==> src/include/alink_settings.svh <==
`ifndef ALINK_SETTINGS_SVH
`define ALINK_SETTINGS_SVH

// ----------------------------------------
// Link geometry
// ----------------------------------------
`define ALINK_PHY_NUM     4   // Downstream lanes
`define ALINK_TASK_LEN    2   // Words per task

// ----------------------------------------
// Task FIFO
// ----------------------------------------
`define ALINK_FIFO_DEPTH  16  // Words
`define ALINK_CNT_W       5   // Count width, must hold DEPTH itself

// ----------------------------------------
// Register map
// ----------------------------------------
// Word addresses on the 6-bit register bus
`define ALINK_ADR_TXDATA  0   // Task word push, write only
`define ALINK_ADR_CTRL    1   // Flush and lane mask
`define ALINK_ADR_STATUS  2   // Count, almost-full, busy

`endif
==> src/design/task_fifo.sv <==
`timescale 1ns/1ps
`default_nettype none
`include "alink_settings.svh"

module task_fifo (
    input  wire logic                    rx_almost_full, // Clock
    input  wire logic                    reset,
    input  wire logic                    flush,          // Sync clear
    input  wire logic                    push,
    input  wire logic [31:0]             push_data,
    input  wire logic                    pop,
    output logic [31:0]                  pop_data,       // Head, first-word-fall-through
    output logic [`ALINK_CNT_W-1:0]      count
);

    localparam int DEPTH = `ALINK_FIFO_DEPTH;
    localparam int CNT_W = `ALINK_CNT_W;
    localparam int PTR_W = (DEPTH > 1) ? $clog2(DEPTH) : 1;

    logic [31:0]      mem [DEPTH];
    logic [PTR_W-1:0] wr_ptr;
    logic [PTR_W-1:0] rd_ptr;
    logic             full;
    logic             empty;
    logic             do_push;
    logic             do_pop;

    assign full    = (count == CNT_W'(DEPTH));
    assign empty   = (count == '0);
    assign do_push = push && !full;    // Overflow ignored
    assign do_pop  = pop && !empty;    // Underflow ignored

    assign pop_data = mem[rd_ptr];

    // ----------------------------------------
    // Pointers and count
    // ----------------------------------------
    always_ff @(posedge rx_almost_full) begin
        if (reset || flush) begin
            wr_ptr <= '0;
            rd_ptr <= '0;
            count  <= '0;   // Flush empties at once
        end else begin
            if (do_push) begin
                wr_ptr <= (wr_ptr == PTR_W'(DEPTH - 1)) ? '0 : wr_ptr + 1'b1;
            end
            if (do_pop) begin
                rd_ptr <= (rd_ptr == PTR_W'(DEPTH - 1)) ? '0 : rd_ptr + 1'b1;
            end
            case ({do_push, do_pop})
                2'b10:   count <= count + 1'b1;
                2'b01:   count <= count - 1'b1;
                default: count <= count;    // Both or neither
            endcase
        end
    end

    // Storage
    always_ff @(posedge rx_almost_full) begin
        if (do_push) begin
            mem[wr_ptr] <= push_data;
        end
    end

endmodule

`default_nettype wire

==> config.mk <==
export PLATFORM = sky130hd
export DESIGN_NAME = task_fifo
export DESIGN_NICKNAME = d
export VERILOG_FILES = /design/src/design/task_fifo.sv
export VERILOG_INCLUDE_DIRS = /design/src /design/src/include
export SDC_FILE = /design/constraint.sdc
export NUM_CORES = 1
export LEC_CHECK = 0
export BUFFER_PORTS_ARGS = -buffer_cell sky130_fd_sc_hd__buf_2
export CAP_MARGIN = 0
export CORE_UTILIZATION = 30
export CTS_CLUSTER_DIAMETER = 40
export DETAILED_ROUTE_END_ITERATION = 6
export HOLD_SLACK_MARGIN = 0.03
export SYNTH_ARGS = -nofsm -noshare
export SYNTH_HDL_FRONTEND = slang
export SYNTH_SLANG_ARGS = --single-unit
export TNS_END_PERCENT = 20
==> constraint.sdc <==
create_clock -name rx_almost_full -period 4.1 [get_ports rx_almost_full]
set_input_delay 1.025 -clock rx_almost_full [delete_from_list [all_inputs] [get_ports rx_almost_full]]
set_output_delay 1.025 -clock rx_almost_full [all_outputs]
set_load 0.05 [all_outputs]
; ---- Word level (Yosys, flattened, before mapping)
; Memory sizes are Yosys's and may differ from the RTL's. A register that Yosys moved wholly into a read port is not among the register bits.
; Index checks and enable logic that the tools add are counted.
[word_totals]
elab_cells = 27
n_memories = 1
ff_bits = 13
ram_bits = 512
[memory_table]
columns = name, depth, width, read_ports, rd_clocked_by_memory_dff, wr, line_no
row1 = mem, 16, 32, 1, 1, 1, task_fifo.sv:20  ; logic [31:0] mem [DEPTH];
[classes]
n_mux = 7
addsub = 4
n_reduce_logical = 7
eq_ne = 5
[ops]
columns = cell, n
row1 = $mux 4, 4
row2 = $pmux 5 s2, 1
row3 = $add 4x1->4 const B, 2
row4 = $eq 4x4->1 const B, 2
row5 = $add 5x1->5 const B, 1
row6 = $eq 5x5->1 const B, 1
row7 = $logic_not 5->1, 1
row8 = $sub 5x1->5 const B, 1
row9 = $eq 2x1->1 const B, 1
row10 = $eq 2x2->1 const B, 1
row11 = $logic_and 1x1->1, 2
row12 = $logic_not 1->1, 2
row13 = $mux 1, 2
row14 = $reduce_bool 2->1, 1
row15 = $logic_or 1x1->1, 1

; ---- Logic depth before layout (Yosys ltp)
[depth]
depth_word = 5
ltp_mapped = 12

; ---- Worst setup path before layout
; Ideal clock, no wire load.
[synth_timing]
path_kind = register -> register
start = register count[2]
end = memory mem[7][0] (enable)
setup_ps = 461
t_arrival_ps = 3668
stages_incl_launch_ff = 6
setup_slack_ps = -30
path_buffers = 1
t_required_ps = 3639
synth_period_minus_slack_ps = 4130
path_cell_list = dfxtp_1 -> clkbuf_1 -> or4_1 -> o21a_1 -> inv_2 -> nor3_1
[synth_between]
elab_chain_cells = 5
[synth_lines]
columns = element, line_no
row1 = start: declaration, task_fifo.sv:13  ; output logic [`ALINK_CNT_W-1:0] count
row2 = start signal: assignment, task_fifo.sv:51  ; 2'b10: count <= count + 1'b1;
row3 = start signal: assignment, task_fifo.sv:52  ; 2'b01: count <= count - 1'b1;
row4 = start signal: assignment, task_fifo.sv:53  ; default: count <= count;
row5 = $eq 5x5->1, task_fifo.sv:28  ; assign full = (count == CNT_W'(DEPTH));
row6 = $logic_not 1->1, task_fifo.sv:30  ; assign do_push = push && !full;
row7 = $logic_and 1x1->1, task_fifo.sv:30
row8 = $mux 1, task_fifo.sv:60  ; if (do_push) begin
row9 = $mux 1 (implied by the code), task_fifo.sv:61  ; mem[wr_ptr] <= push_data;
row10 = end: declaration, task_fifo.sv:20
; No other way between the ends.

==> impl_results.md <==
- Power per cell area: 535 nW/um2
- Primary FF master, synth: edfxtp_1
- Final count of pins violating max slew: 0
- Filler-free cell count of the finished design: 1896
- Number of warnings printed during yosys synthesis: 0
- Cell count after placement: 1755
- Worst VDD drop: 0.321 mV
- Die Height: 262 um
- Library cell with the highest instance count after synthesis: edfxtp_1
- Part of the total power dissipated in the clock network: 0.518
- Post CTS Setup Buffer Count: 0
- Synthesized cell area: 20300 um2
- Crit start category: register
- Floorplan die width: 262 um
- Measured slew at the worst slew-check pin: 0.777 ns
- Power Internal: 10.5 mW
- TritonCTS clock tree: yes
- Total vias in the final route: 9152
- Number of buffers on the longest clock path: 3
- Layout overhead on the synthesized area: 21.8%
- Switching power: 2.74 mW
- Proportion of netlist area held by the largest area contributor: 0.758
- Post-DP HPWL: 23900 um
- Total gr overflow: 0
- Number of ports placed on the die boundary: 74
- # H-tree levels: 3
- Overall global routing resource usage: 0.134
- CP Data Required Time: 3.07 ns
- Multi-input gate area: 4330 um2
- Synth cell count leaders: 512 x edfxtp_1, 136 x mux4_2, 24 x mux4_1, 22 x clkbuf_1, 17 x dfxtp_1
- Kind of critical path: register to output pin
- Starting Density: 0.306
- Synth Instances: 825
- Post-synthesis sequential element count: 529
- Number of clock buffers inserted by TritonCTS: 76
- Switching part of the total power: 0.207
- Total die area: 68700 um2
- Avg WL per Cell: 23.8 um
- Core box area: 66300 um2
- Area of all sequential standard cells: 15700 um2
- Flop2flop setup slack: 1.03 ns
- Slew HR: 0.480
- Number of filler cells placed in the layout: 5994
- Unique cell type count in the Yosys netlist: 39
- Number of instances resized during post-cts repair: 0
- Power consumption: 13.2 mW
- Pin count of the biggest net entering global routing: 33
- Unrepaired setup endpoints after global routing: false
- Initial DRT Pass Iterations: 4
- Final critical-path required period: 3.80 ns
- Input/output buffers: 73
- Number of global-route vias before repair: 9814
- Crit end category: output pin
- Number of nets produced by synthesis: 870
- Count of endpoints failing hold in the final timing report: 0
- DRT antenna net count: 0
- Cts-stage hold buffer count: 0
- Count of standard-cell rows: 94
- Count of routing violations after the opening detailed-route iteration: 829
- Largest driver fanout on the critical path: 19
- Sequential Power Share: 0.452
- Post-synthesis area per instance: 24.6 um2
- Result of the run: finished clean
- Fraction of the yosys area taken by sequential cells: 0.775
- Highest clock rate: 263 MHz
- Arrival time at the worst endpoint: 2.78 ns
- Final setup TNS: 0 ns
- Layout net count: 1014
- Number of enable-type register cells in the synthesized netlist: 512
- Routability cong.: 0.685
- Clock Skews: 0.0283 ns
- Combinational cell fraction of total power: 0.030
- Clock edge transition at the registers on the reported setup and hold paths: 0.05 ns
- Share of cells above drive strength 1: 0.380
- Library cell with the largest summed area after synthesis: edfxtp_1
- Number of antenna violations at the first check in global routing: 4
- First-pass GRT wire length: 65800 um
- Aggregate routed wire length: 45100 um
- Post-detailed-route via-to-cell ratio: 4.83
- Reported leakage power: 7.74 nW
- Sink Count: 529
- Library cell used as clock root buffer: clkbuf_16
- Top area cells in the synthesized netlist: edfxtp_1 76%, mux4_2 15%, mux4_1 3.1%
- Share of the clock period used by the worst path: 0.927
- Latest clock arrival within the worst-skew pair: 0.60 ns
- DRC violation count after routing: 0
- Maxcap violations: 0
- Setup violations, final: 0
- Hold WC Path Type: register to register
- Share of flip-flops with an asynchronous set or reset: 0
## routing by layer
| metal | global-route usage | vias to the layer above | wire length [um] |
|---|---|---|---|
| met5 | 0 | - | 43 |
| met2 | 0.215 | 230 | 21900 |
| met1 | 0.181 | 4941 | 19700 |
| li1 | - | 3902 | - |
| met4 | 0.0374 | 8 | 895 |
| met3 | 0.0324 | 71 | 2530 |
## placed cells by master (no fill, tap or decap), types with 4 or more instances in the layout
| master | synthesis | final |
|---|---|---|
| clkinv_4 | 0 | 5 |
| mux2i_1 | 4 | 4 |
| edfxtp_1 | 512 | 512 |
| bufinv_16 | 0 | 14 |
| nand3_1 | 4 | 4 |
| dfxtp_1 | 17 | 13 |
| a21oi_1 | 7 | 7 |
| and2_2 | 0 | 4 |
| nor2_1 | 10 | 9 |
| nand2_1 | 11 | 11 |
| buf_12 | 0 | 18 |
| mux4_2 | 136 | 136 |
| clkinvlp_4 | 0 | 10 |
| buf_2 | 0 | 73 |
| buf_4 | 1 | 15 |
| mux4_1 | 24 | 24 |
| inv_1 | 5 | 5 |
| clkbuf_16 | 0 | 77 |
| clkbuf_1 | 22 | 7 |
| clkinv_1 | 0 | 6 |
| clkinv_2 | 0 | 7 |
| ha_1 | 8 | 8 |
| and3_2 | 0 | 7 |
| inv_6 | 0 | 7 |
| xor2_1 | 6 | 6 |
## registers in the layout, summed over array words and instances, names as in the netlist, named ones only
| register | count |
|---|---|
| mem | 512 |
| count | 5 |
| rd_ptr | 4 |
| wr_ptr | 4 |
## through the flow
step	setup slack [ns]	hold slack [ns]	area [um2]	utilization
finish	0.298	0.511	24700	0.373
floorplan	0.918	0.477	20300	-
global route	0.196	0.555	24700	0.373
CTS	0.227	0.515	24700	0.373
detailed placement	0.864	0.509	22000	0.332
global placement	0.852	0.493	22000	0.332
## cell families (layout without fill, tap and decap cells)
logic type / count (synthesis) / in the layout / share of synthesized area
mux: 164 / 164 / 0.184
flops: 529 / 529 / 0.775
fa+ha+maj: 8 / 8 / 0.00493
simple gates: 51 / 51 / 0.0135
xor+xnor: 6 / 6 / 0.00259
other cells: 0 / 1 / 0
buf+inv: 46 / 252 / 0.0138
compound gates: 21 / 21 / 0.00666
## final timing paths
check / startpoint / end / cells past startpoint
min reg2reg: wr_ptr[0]$_SDFFE_PP0P_ / wr_ptr[0]$_SDFFE_PP0P_ / 2
min: wr_ptr[0]$_SDFFE_PP0P_ / wr_ptr[0]$_SDFFE_PP0P_ / 2
max reg2reg: count[3]$_SDFFE_PP0P_ / count[2]$_SDFFE_PP0P_ / 10
max: register / pop_data[29] / 4
## critical path, stage by stage (launching register included)
cell and delay (ns):
dfxtp_4 0.53, buf_12 0.24, mux4_1 0.63, mux4_2 0.54, buf_2 0.24
## final cells by class
cell class              count  area share
inverters                   6    0.000911
repair buffers            106      0.0339
flip-flops and latches    529       0.636
clock buffers              84      0.0790
multi-input cells         250       0.175
diodes                      1    0.000101
clock inverters            56      0.0308
well taps                 864      0.0437
## power groups by stage
stage	sequential (mW)	clock, mW	combinational (mW)
6_report	5.97	6.85	0.392
5_1_grt	5.98	7.18	0.422
4_1_cts	5.97	6.97	0.401
3_5_place_dp	6.09	0	0.401
3_3_place_gp	6.08	0	0.392
2_1_floorplan	6.09	0	0.241
Note: power is estimated with default switching activity, not from simulation.
