[src/include/alink_settings.svh]
`ifndef ALINK_SETTINGS_SVH
`define ALINK_SETTINGS_SVH

// ----------------------------------------
// Link geometry
// ----------------------------------------
`define ALINK_PHY_NUM     4   // Downstream lanes
`define ALINK_TASK_LEN    2   // Words per task

// ----------------------------------------
// Task FIFO
// ----------------------------------------
`define ALINK_FIFO_DEPTH  16  // Words
`define ALINK_CNT_W       5   // Count width, must hold DEPTH itself

// ----------------------------------------
// Register map
// ----------------------------------------
// Word addresses on the 6-bit register bus
`define ALINK_ADR_TXDATA  0   // Task word push, write only
`define ALINK_ADR_CTRL    1   // Flush and lane mask
`define ALINK_ADR_STATUS  2   // Count, almost-full, busy

`endif
[src/design/alink_pkg.sv]
`default_nettype none
`include "alink_settings.svh"

package alink_pkg;

    // One bit per lane, used for mask and busy
    typedef logic [`ALINK_PHY_NUM-1:0] lane_vec_t;

    // ----------------------------------------
    // Register bus
    // ----------------------------------------
    typedef struct packed {
        logic        stb;   // Held until ack
        logic        we;    // 1 = write
        logic [5:0]  adr;   // Word address
        logic [31:0] dat;   // Write data
    } bus_req_t;

    typedef struct packed {
        logic        ack;   // Single-cycle pulse
        logic [31:0] dat;   // Valid with ack on reads
    } bus_rsp_t;

    // ----------------------------------------
    // Control word
    // ----------------------------------------
    // Flush sits at bit 0, mask right above it
    typedef struct packed {
        logic [31-`ALINK_PHY_NUM-1:0] rsvd;
        lane_vec_t                    mask;
        logic                         flush;
    } ctrl_fields_t;

    // Same write word seen as task data or as control fields
    typedef union packed {
        logic [31:0]  raw;
        ctrl_fields_t ctrl;
    } ctrl_word_u;

    // ----------------------------------------
    // Status word
    // ----------------------------------------
    typedef struct packed {
        logic [31-`ALINK_CNT_W-1-`ALINK_PHY_NUM:0] rsvd;
        lane_vec_t                                 busy;        // Per lane
        logic                                      almost_full; // No room for a task
        logic [`ALINK_CNT_W-1:0]                   count;       // FIFO words
    } status_t;

endpackage

`default_nettype wire

[src/design/alink_regs.sv]
`timescale 1ns/1ps
`default_nettype none
`include "alink_settings.svh"

module alink_regs (
    input  wire logic                    rx_almost_full, // Clock
    input  wire logic                    reset,
    input  wire alink_pkg::bus_req_t     bus_req,
    input  wire logic [`ALINK_CNT_W-1:0] count,
    input  wire alink_pkg::lane_vec_t    lane_busy,
    output alink_pkg::bus_rsp_t          bus_rsp,
    output logic                         push,
    output logic [31:0]                  push_data,
    output logic                         flush,
    output alink_pkg::lane_vec_t         lane_mask
);

    import alink_pkg::*;

    localparam logic [5:0] ADR_TXDATA = 6'(`ALINK_ADR_TXDATA);
    localparam logic [5:0] ADR_CTRL   = 6'(`ALINK_ADR_CTRL);
    localparam logic [5:0] ADR_STATUS = 6'(`ALINK_ADR_STATUS);

    ctrl_word_u  wr_word;     // Incoming write word, two views
    ctrl_word_u  rd_ctrl;     // Mask readback
    status_t     status;
    logic        access;      // New strobe sampled this cycle
    logic        wr_txdata;
    logic        wr_ctrl;
    logic        almost_full;
    logic        ack_q;
    logic [31:0] rd_mux;
    logic [31:0] rd_data_q;

    // ----------------------------------------
    // Access decode
    // ----------------------------------------
    // Strobe is ignored during the ack cycle so each access counts once
    assign access    = bus_req.stb && !ack_q;
    assign wr_txdata = access && bus_req.we && (bus_req.adr == ADR_TXDATA);
    assign wr_ctrl   = access && bus_req.we && (bus_req.adr == ADR_CTRL);
    assign wr_word.raw = bus_req.dat;

    // Room check for a whole task
    // Pending push is counted, FIFO count lags it by one cycle
    assign almost_full = (32'(count) + 32'(push) + `ALINK_TASK_LEN) > `ALINK_FIFO_DEPTH;

    // ----------------------------------------
    // Read side
    // ----------------------------------------
    always_comb begin
        status             = '0;
        status.count       = count;
        status.almost_full = almost_full;
        status.busy        = lane_busy;

        rd_ctrl           = '0;
        rd_ctrl.ctrl.mask = lane_mask; // Flush reads back as 0

        case (bus_req.adr)
            ADR_STATUS: rd_mux = status;
            ADR_CTRL:   rd_mux = rd_ctrl.raw;
            default:    rd_mux = '0;     // TXDATA is write only
        endcase
    end

    assign bus_rsp.ack = ack_q;
    assign bus_rsp.dat = rd_data_q;

    // ----------------------------------------
    // Control state
    // ----------------------------------------
    always_ff @(posedge rx_almost_full) begin
        if (reset) begin
            ack_q     <= 1'b0;
            push      <= 1'b0;
            flush     <= 1'b0;
            lane_mask <= '0;   // Holds tasks until host enables lanes
        end else begin
            ack_q <= access;                       // One cycle after strobe
            push  <= wr_txdata && !almost_full;    // Word dropped when full
            flush <= wr_ctrl && wr_word.ctrl.flush;
            if (wr_ctrl) begin
                lane_mask <= wr_word.ctrl.mask;
            end
        end
    end

    // Payload registers
    always_ff @(posedge rx_almost_full) begin
        if (access && bus_req.we) begin
            push_data <= wr_word.raw;
        end
        if (access && !bus_req.we) begin
            rd_data_q <= rd_mux;   // Shown with ack
        end
    end

endmodule

`default_nettype wire

[config.mk]
export PLATFORM = sky130hd
export DESIGN_NAME = alink_regs
export DESIGN_NICKNAME = d
export VERILOG_FILES = /design/src/design/alink_pkg.sv /design/src/design/alink_regs.sv
export VERILOG_INCLUDE_DIRS = /design/src /design/src/include
export SDC_FILE = /design/constraint.sdc
export NUM_CORES = 1
export LEC_CHECK = 0
export ABC_AREA = 1
export BUFFER_PORTS_ARGS = -buffer_cell sky130_fd_sc_hd__buf_2
export CAP_MARGIN = 30
export CORE_ASPECT_RATIO = 1.75
export CORE_MARGIN = 4
export CORE_UTILIZATION = 40
export DETAILED_ROUTE_END_ITERATION = 8
export PLACE_DENSITY = 0.76
export SLEW_MARGIN = 10
export SYNTH_ARGS = -nofsm -noshare
export SYNTH_HDL_FRONTEND = slang
export SYNTH_SLANG_ARGS = --single-unit
[constraint.sdc]
create_clock -name rx_almost_full -period 3.3 [get_ports rx_almost_full]
set_input_delay 0.165 -clock rx_almost_full [delete_from_list [all_inputs] [get_ports rx_almost_full]]
set_output_delay 0.165 -clock rx_almost_full [all_outputs]
set_load 0.02 [all_outputs]
### Word-level counts from Yosys, hierarchy flattened

Index checks and enable logic that the tools add are counted.

* register bits after elaboration: 71
* bits of input ports: 51

* add/sub/neg operators: 2
* magnitude comparators: 1
* equality and inequality tests: 2
* mux-type cells: 1
* reductions and logical operators: 11

Operators by type and width (number)
* $pmux 10 s2: 1
* $add 6x2->7 const B: 1
* $gt 7x5->1 const B: 1
* $logic_and 1x1->1: 7
* $add 5x1->6: 1
* $eq 6x1->1 const B: 1
* $eq 6x2->1 const B: 1
* $logic_not 6->1: 1
* $logic_not 1->1: 3

### Depth between registers and ports, before layout

Gate-level depths: netlist of run 1.

* depth in word-level cells: 5
* gate-level depth with buffers: 9
* depth with buffers taken out: 9

### Worst setup path before layout of run 1

Ideal clock, no wire load.

* path kind: register to register
* start point: register push
* end point: register rd_data_q[5], data pin
* arrival time: 1275 ps
* required time: 3038 ps
* path slack: 1762 ps
* stages on the path, launching flop included: 7
* path buffers: 0
* clock period less this slack: 1538 ps
* cell sequence: dfxtp_1 -> ha_1 -> inv_1 -> ha_1 -> nand2_1 -> o21ai_0 -> a21oi_2

* word-level cells in the longest chain between the ends: 4

Ends and longest elaborated chain
* start, declared: RTL line alink_regs.sv:12 `output logic push,`
* start signal, assigned: RTL line alink_regs.sv:81 `push <= wr_txdata && !almost_full;`
* $add 5x1->6: RTL line alink_regs.sv:46 `` assign almost_full = (32'(count) + 32'(push) + `ALINK_TASK_LEN) > `ALINK_FIFO_DEPTH; ``
* $add 6x2->7 (no source line)
* $gt 7x5->1 (no source line)
* $pmux 10 s2: RTL line alink_regs.sv:60 `case (bus_req.adr)`
* via rd_mux[5]: RTL line alink_regs.sv:32 `logic [31:0] rd_mux;`
* end signal, assigned: RTL line alink_regs.sv:95 `rd_data_q <= rd_mux;`
* end, declared: RTL line alink_regs.sv:33 `logic [31:0] rd_data_q;`

The timed path passes the listed nets, and every way through them passes these cells.
A chain may end at the register's enable or synchronous reset.

### Worst setup path in the final report of run 1

Same ends and word-level chain as after synthesis.

==> results.md, run 1 <==
* Critical Path Fanout Max at 3
* Layout Cells excl Fill at 305
* ANT cells at 0
* Post-CTS Setup Repair Bufs at 0
* Total power at 1.26 mW
* Vias at 1351
* Max cap viols at 0
* Clk slew on worst S/H paths at 0.09 ns
* Tcrit/Tclk final at 46.6%
* Grt peak-use layer: met2
* Largest net degree at the start of global routing at 35
* Dominant synthesized flop cell: edfxtp_1
* Met3 Usage GRT at 2.95%
* Register area share after synthesis at 71.5%
* NetSw at 293 uW
* Slowest CP cell: dfxtp_1
* CTS tree: done
* Synthesized area per cell at 13.3 sq um
* Leading area contributor after synthesis: edfxtp_1
* Layout area overhead at 30.5%
* Worst hold endpoint: push_data[15]
* Library cells used by synthesis at 21
* Largest stage delay, worst path at 0.37 ns
* Core Area at 4710 sq um
* Bufs on Longest Clock Path at 2
* Post-synth EDFFs at 42
* Worst slew margin at 45.5%
* Overflow after GRT at 0
* Initial antenna violation count at 0
* Share of post-route cells with drive strength above 1 at 48.6%
* Pwr Density at 494 nW/um^2
* Worst EP required at 3.34 ns
* Worst hold start: bus_req[15]
* Peak supply drop at 324 uV
* WL per Instance at 13.5 um
* Fin. Hold Viols at 0
* Final core occ at 54.4%
* Synth Cell Area at 1960 sq um
* Seq cells post-synth at 49
* Die Width at 60.9 um
* Initial DRC Count at 27
* Status: finished, final reports clean
* Synthesis Warnings at 0
* Measured slew at the worst slew-check pin at 0.815 ns
* CTS H-tree lvls at 2
* CP Launch Type: flop
* Hold_buf cts at 0
* Clock Latency Late Sink at 0.29 ns
* Die H at 101 um
* CP delay by family, top: adder cells
* Drt total wl at 4130 um
* Worst hold path type: in -> reg
* CTS sink count at 49
* IO Pins at 122
* Most frequent CP cell: ha_1
* Layout Skew at 0.00403 ns
* Logic pwr share at 11.2%
* Hold Path Depth at 1
* Critical R2R Capture: rd_data_q[5]
* Routed vias/inst at 4.43
* Reg power frac at 55.5%
* Sw Ratio at 23.2%
* Site Rows at 33
* Int Pwr at 971 uW
* Commonest cells in the netlist: edfxtp_1, buf_4, nor2_1, nand2_1, inv_1
* Met1 usage at 14.4%
* Number of buffers added on ports at 99
* Pleak at 1.18 nW
* Worst reg2reg path startpoint: push
* Via count of the first global-routing pass at 1299
* Max Clock Freq at 650 MHz
* Placed cells at 296
* First-pass GRT wire length at 6020 um
* Post-CTS Resized at 0
* Met2 usage in global routing at 23.9%
* Reg2reg setup slack at 1.76 ns
* Setup TNS at 0 ns
* Crit path cell chain: ha_1 -> inv_1 -> ha_1 -> nand2_1 -> o21ai_0 -> a21oi_2
* DIE AREA at 6130 sq um
* Unrepaired setup endpoints after global routing: false
* Synth top area share at 64.3%
* Clk pwr share at 33.3%
* Final net count at 306
* Fin. max-slew vios at 0
* Tmin final at 1.54 ns
* GP Congestion at 0.773
* Overall routing resource usage at 13.8%
* Area contributors post-synth: edfxtp_1, buf_4, dfxtp_1
* Cell with the most instances after synthesis: edfxtp_1
* CP Class: reg -> reg
* Worst R2R Path Depth at 6
* Total CTS buffers at 5
* Detailed Routing Iterations Pass 1 at 4
* Antenna violation net count after detailed routing at 0
* # DRC at 0
* CP bufs+invs at 1
* Final Setup Violations at 0
* Ys async rst share at 0%
* Root buffer cell: clkbuf_8
* Initial Util at 41.7%
* Syn Inst Count at 147
* Setup crit end kind: flop
* Post-DP HPWL at 3370 um
* Crit path DAT at 1.58 ns
-- worst max-delay path by stage --
stage / from / endpoint / depth (start not counted)
2_1_floorplan: push / rd_data_q[5] / 6
3_3_place_gp: ack_q / lane_mask[2] / 6
3_5_place_dp: ack_q / lane_mask[3] / 6
4_1_cts: ack_q / lane_mask[3] / 6
5_1_grt: push / rd_data_q[5] / 6
6_report: push / rd_data_q[5] / 6
-- per-stage QoR --
step | hold slack, ns | cell area, sq um | worst slack [ns]
after detailed placement | 0.344 | 2430 | 1.58
after global routing | 0.0186 | 2560 | 1.69
after floorplan | 0.237 | 2040 | 1.76
after CTS | 0.0293 | 2540 | 1.57
final | 0.0389 | 2560 | 1.76
after global placement | 0.341 | 2430 | 1.67
-- layer usage --
metal	wire, um	part of all wire (%)	vias to the layer above
met5	0	0	-
met4	179	4.3	0
met3	412	10	14
met2	2180	53	88
met1	1350	33	599
li1	-	-	650
-- registers in the layout (all words and copies together), names as in the netlist --
name	count
push_data	32
rd_data_q	10
ack_q	1
lane_mask	4
push	1
flush	1
-- logic make-up after synthesis --
| group | count (synthesis) | synth area share [%] |
|---|---|---|
| AOI/OAI and AO/OA | 9 | 3.06 |
| and+or+nand+nor | 47 | 11.4 |
| DFF | 49 | 71.5 |
| adders and majority gates | 3 | 1.91 |
| buffers and inverters | 38 | 11.9 |
| other | 1 | 0.191 |
-- cell usage in the layout (no fill, tap or decap) --
cell type	count
a21oi_2	1
buf_12	1
buf_2	99
bufinv_16	1
clkbuf_1	1
clkbuf_8	5
clkinv_4	1
conb_1	22
dfxtp_1	7
edfxtp_1	42
ha_1	3
inv_1	13
inv_2	1
inv_6	1
nand2_1	15
nand2_2	3
nand2_4	1
nand3_1	3
nand4_1	1
nor2_1	17
nor2_2	4
nor2_4	2
nor3_1	1
o21ai_0	2
o21ai_1	3
o21ai_2	3
-- power groups by stage --
stage / clock network [mW] / registers, mW / logic (mW)
4_1_cts: 0.433 / 0.703 / 0.139
2_1_floorplan: 0 / 0.746 / 0.0690
5_1_grt: 0.460 / 0.704 / 0.153
3_5_place_dp: 0 / 0.717 / 0.139
6_report: 0.421 / 0.702 / 0.141
3_3_place_gp: 0 / 0.716 / 0.136
-- cell type report --
class,count,area [sq um]
clock buffer,6,72.6
clock inverter,2,38.8
fill,431,2150
inverter,15,61.3
multi-input combinational,81,404
sequential,49,1400
tap,52,65.1
timing repair buffer,100,515
Power figures use the tool's default switching activity.
==> run 2, diff against run 1 <==
- ABC_AREA: 1 -> 0
- clock period: 3.3 -> 1.5 ns (I/O delays scaled with it)
==> run 2 against run 1 <==
  * The flow now finishes with violations (negative setup slack)
  * Maximum frequency fell by 0.40%
  * Global-route usage increased by 2.2 points
  * Sequential power grew 120%
  * Clock skew increased by 0.0024 ns
  * Non-clock buffer count increased by 36
  * First-iteration DRC count increased by 3.7%
  * Final cell count up 3.0%
  * Sequential share of layout area shrank 6.7 points
  * Largest power group unchanged
  * Highest routed layer unchanged
==> results.md, run 2 <==
* Met3 Usage GRT at 3.64% (was 2.95%)
* Largest net degree at the start of global routing at 22 (was 35)
* Failing checks: negative setup slack
* Initial Util at 40.8% (was 41.7%)
* Die H at 99.3 um (was 101 um)
* Initial DRC Count at 28 (was 27)
* Antenna violation net count after detailed routing at 0 (unchanged)
* Final net count at 315 (was 306)
* Crit path DAT at 1.61 ns (was 1.58 ns)
* Final worst slack at -0.0452 ns (was 1.76 ns)
* Post-DP Area at 2450 sq um (was 2430 sq um)
* First-pass GRT wire length at 7070 um (was 6020 um)
* Most frequent cells in the layout: buf_2, edfxtp_1, dlygate4sd3_1 (was buf_2, edfxtp_1, conb_1)
* Seq cells post-synth at 49 (unchanged)
* Layout Cells excl Fill at 314 (was 305)
* Initial antenna violation count at 0 (unchanged)
* Setup crit end kind: flop (unchanged)
* Clk pwr share at 36.6% (was 33.3%)
* WL per Instance at 15.3 um (was 13.5 um)
* Grt peak-use layer: met2 (unchanged)
* Share of post-route cells with drive strength above 1 at 46.9% (was 48.6%)
* Bufs on Longest Clock Path at 2 (unchanged)
* Synthesis Warnings at 0 (unchanged)
* Pwr Density at 1030 nW/um^2 (was 494 nW/um^2)
* CP Launch Type: flop (unchanged)
* Met1 usage at 16.9% (was 14.4%)
* Cell with the most instances after synthesis: edfxtp_1 (unchanged)
* Placed cells at 274 (was 296)
* Vias at 1449 (was 1351)
* CP Class: reg -> reg (unchanged)
* Design area at 2920 sq um (was 2560 sq um)
* Pleak at 1.31 nW (was 1.18 nW)
* Total power at 3.00 mW (was 1.26 mW)
* Logic pwr share at 12.2% (was 11.2%)
* Met2 usage in global routing at 29.7% (was 23.9%)
* Status: complete, but fails checks (was finished, final reports clean)
* Reg with most FFs: push_data (unchanged)
* Overflow after GRT at 0 (unchanged)
* Worst EP required at 1.56 ns (was 3.34 ns)
* Ys async rst share at 0% (unchanged)
* Unrepaired setup endpoints after global routing: true (was false)
* Tmin final at 1.55 ns (was 1.54 ns)
* Clk slew on worst S/H paths at 0.09 ns (about the same)
* Max cap viols at 0 (unchanged)
* Synth top area share at 66.2% (was 64.3%)
* Tcrit/Tclk final at 103% (was 46.6%)
* Overall routing resource usage at 16.0% (was 13.8%)
* Post-CTS Setup Repair Bufs at 0 (unchanged)
* Max Clock Freq at 647 MHz (was 650 MHz)
* Synthesized area per cell at 15.7 sq um (was 13.3 sq um)
* Sw Ratio at 21.6% (was 23.2%)
* Via count of the first global-routing pass at 1446 (was 1299)
* Core Area at 4670 sq um (was 4710 sq um)
* # DRC at 0 (unchanged)
* Detailed Routing Iterations Pass 1 at 4 (unchanged)
* Int Pwr at 2.35 mW (was 971 uW)
* Site Rows at 33 (unchanged)
* IO Pins at 122 (unchanged)
* Regs by FF count: push_data x32, rd_data_q x10, lane_mask x4 (unchanged)
* Commonest non-fill, non-tap cell in the layout: buf_2 (unchanged)
* Syn Inst Count at 121 (was 147)
* Commonest cells in the netlist: edfxtp_1, buf_4, dfxtp_1, a21oi_1, and3_1 (was edfxtp_1, buf_4, nor2_1, nand2_1, inv_1)
* Leading area contributor after synthesis: edfxtp_1 (unchanged)
* Post-DP HPWL at 3340 um (was 3370 um)
* CTS sink count at 49 (unchanged)
* Clock Latency Late Sink at 0.30 ns (was 0.29 ns)
* DIE AREA at 5980 sq um (was 6130 sq um)
* GP Congestion at 0.762 (was 0.773)
* Root buffer cell: clkbuf_8 (unchanged)
* # fillers at 355 (was 431)
* Place WS at -0.0877 ns (was 1.58 ns)
* Drt total wl at 4810 um (was 4130 um)
* CTS tree: done (unchanged)
* Reg power frac at 51.1% (was 55.5%)
* Layout area overhead at 53.4% (was 30.5%)
* Synth Cell Area at 1910 sq um (was 1960 sq um)
* Final Setup Violations at 1 (was 0)
* NetSw at 649 uW (was 293 uW)
* Post-synth EDFFs at 42 (unchanged)
* Routed vias/inst at 4.61 (was 4.43)
* Number of buffers added on ports at 99 (unchanged)
* Layout Skew at 0.00643 ns (was 0.00403 ns)
* Max reg flops at 32 (unchanged)
* Library cells used by synthesis at 26 (was 21)
* Dominant synthesized flop cell: edfxtp_1 (unchanged)
* CTS H-tree lvls at 2 (unchanged)
* ANT cells at 0 (unchanged)
* Register area share after synthesis at 73.5% (was 71.5%)
* Worst hold path type: in -> reg (unchanged)
* Total CTS buffers at 5 (unchanged)
* Die Width at 60.2 um (was 60.9 um)
* Fin. Hold Viols at 0 (unchanged)
* Area contributors post-synth: edfxtp_1, buf_4, dfxtp_1 (unchanged)
* Peak supply drop at 970 uV (was 324 uV)
* Hold Slack at 0.0299 ns (was 0.0389 ns)
* Fin. max-slew vios at 0 (unchanged)
* Critical Path Fanout Max at 3 (unchanged)
## run 2: power by group through the flow
stage                     sequential, mW  combinational (mW)  clock, mW
after floorplan                     1.62               0.143          0
after global placement              1.56               0.283          0
after detailed placement            1.57               0.291          0
after CTS                           1.53               0.361       1.12
after global routing                1.54               0.394       1.17
final                               1.54               0.367       1.10
## run 2: layer usage
layer  share of wire [%]  up-vias
li1                    -      679
met1                  34      667
met2                  52       97
met3                  13        6
met4                 1.4        0
met5                   0        -
## run 2: through the flow
stage               setup TNS (ns)  util (%)
finish                     -0.0452      62.6
global route                -0.104      62.6
CTS                        -0.0793      62.6
detailed placement         -0.0877      52.6
global placement           -0.0510      52.6
floorplan                  -0.0711         -
## run 2: final cells by class
type	instances	area, sq um	area share, %
clock inverters	3	68.8	2.35
clock buffers	5	68.8	2.35
well taps	52	65.1	2.23
repair buffers	136	866	29.6
inverters	2	7.51	0.257
multi-input cells	67	442	15.1
flip-flops and latches	49	1410	48.1
## run 2: logic make-up (layout without fill, tap and decap cells)
kind of cell               Yosys count  count (layout)  synth area share (%)
adders and majority gates            3               3                  1.97
and+or+nand+nor                     30              30                  10.5
buffers and inverters               26             146                  9.65
DFF                                 49              49                  73.5
other                                1              22                 0.197
AOI/OAI and AO/OA                   12              12                  4.14
## run 2: path summary, 6_finish.rpt
check,start,endpoint,slack [ns],cells past startpoint
setup / recovery,push,rd_data_q[5],-0.05,7
hold / removal,reset,lane_mask[2],0.03,2
hold reg to reg,lane_mask[1],lane_mask[1],0.50,2
setup reg to reg,push,rd_data_q[5],-0.05,7
## run 2: what timing repair did
action,in CTS,in global routing
setup endpoints to repair,1,1
hold buffers,32,0
endpoints found under the hold margin,32,0
cloned,0,0
gates resized for setup,1,1
pin swaps,0,0
## run 2: critical path: stages, from the launching register on
cell and delay (ns):
dfxtp_4 0.37, ha_4 0.12, inv_2 0.03, ha_4 0.24, nor2b_4 0.14, o221ai_2 0.10, a21oi_2 0.13, and2b_1 0.18
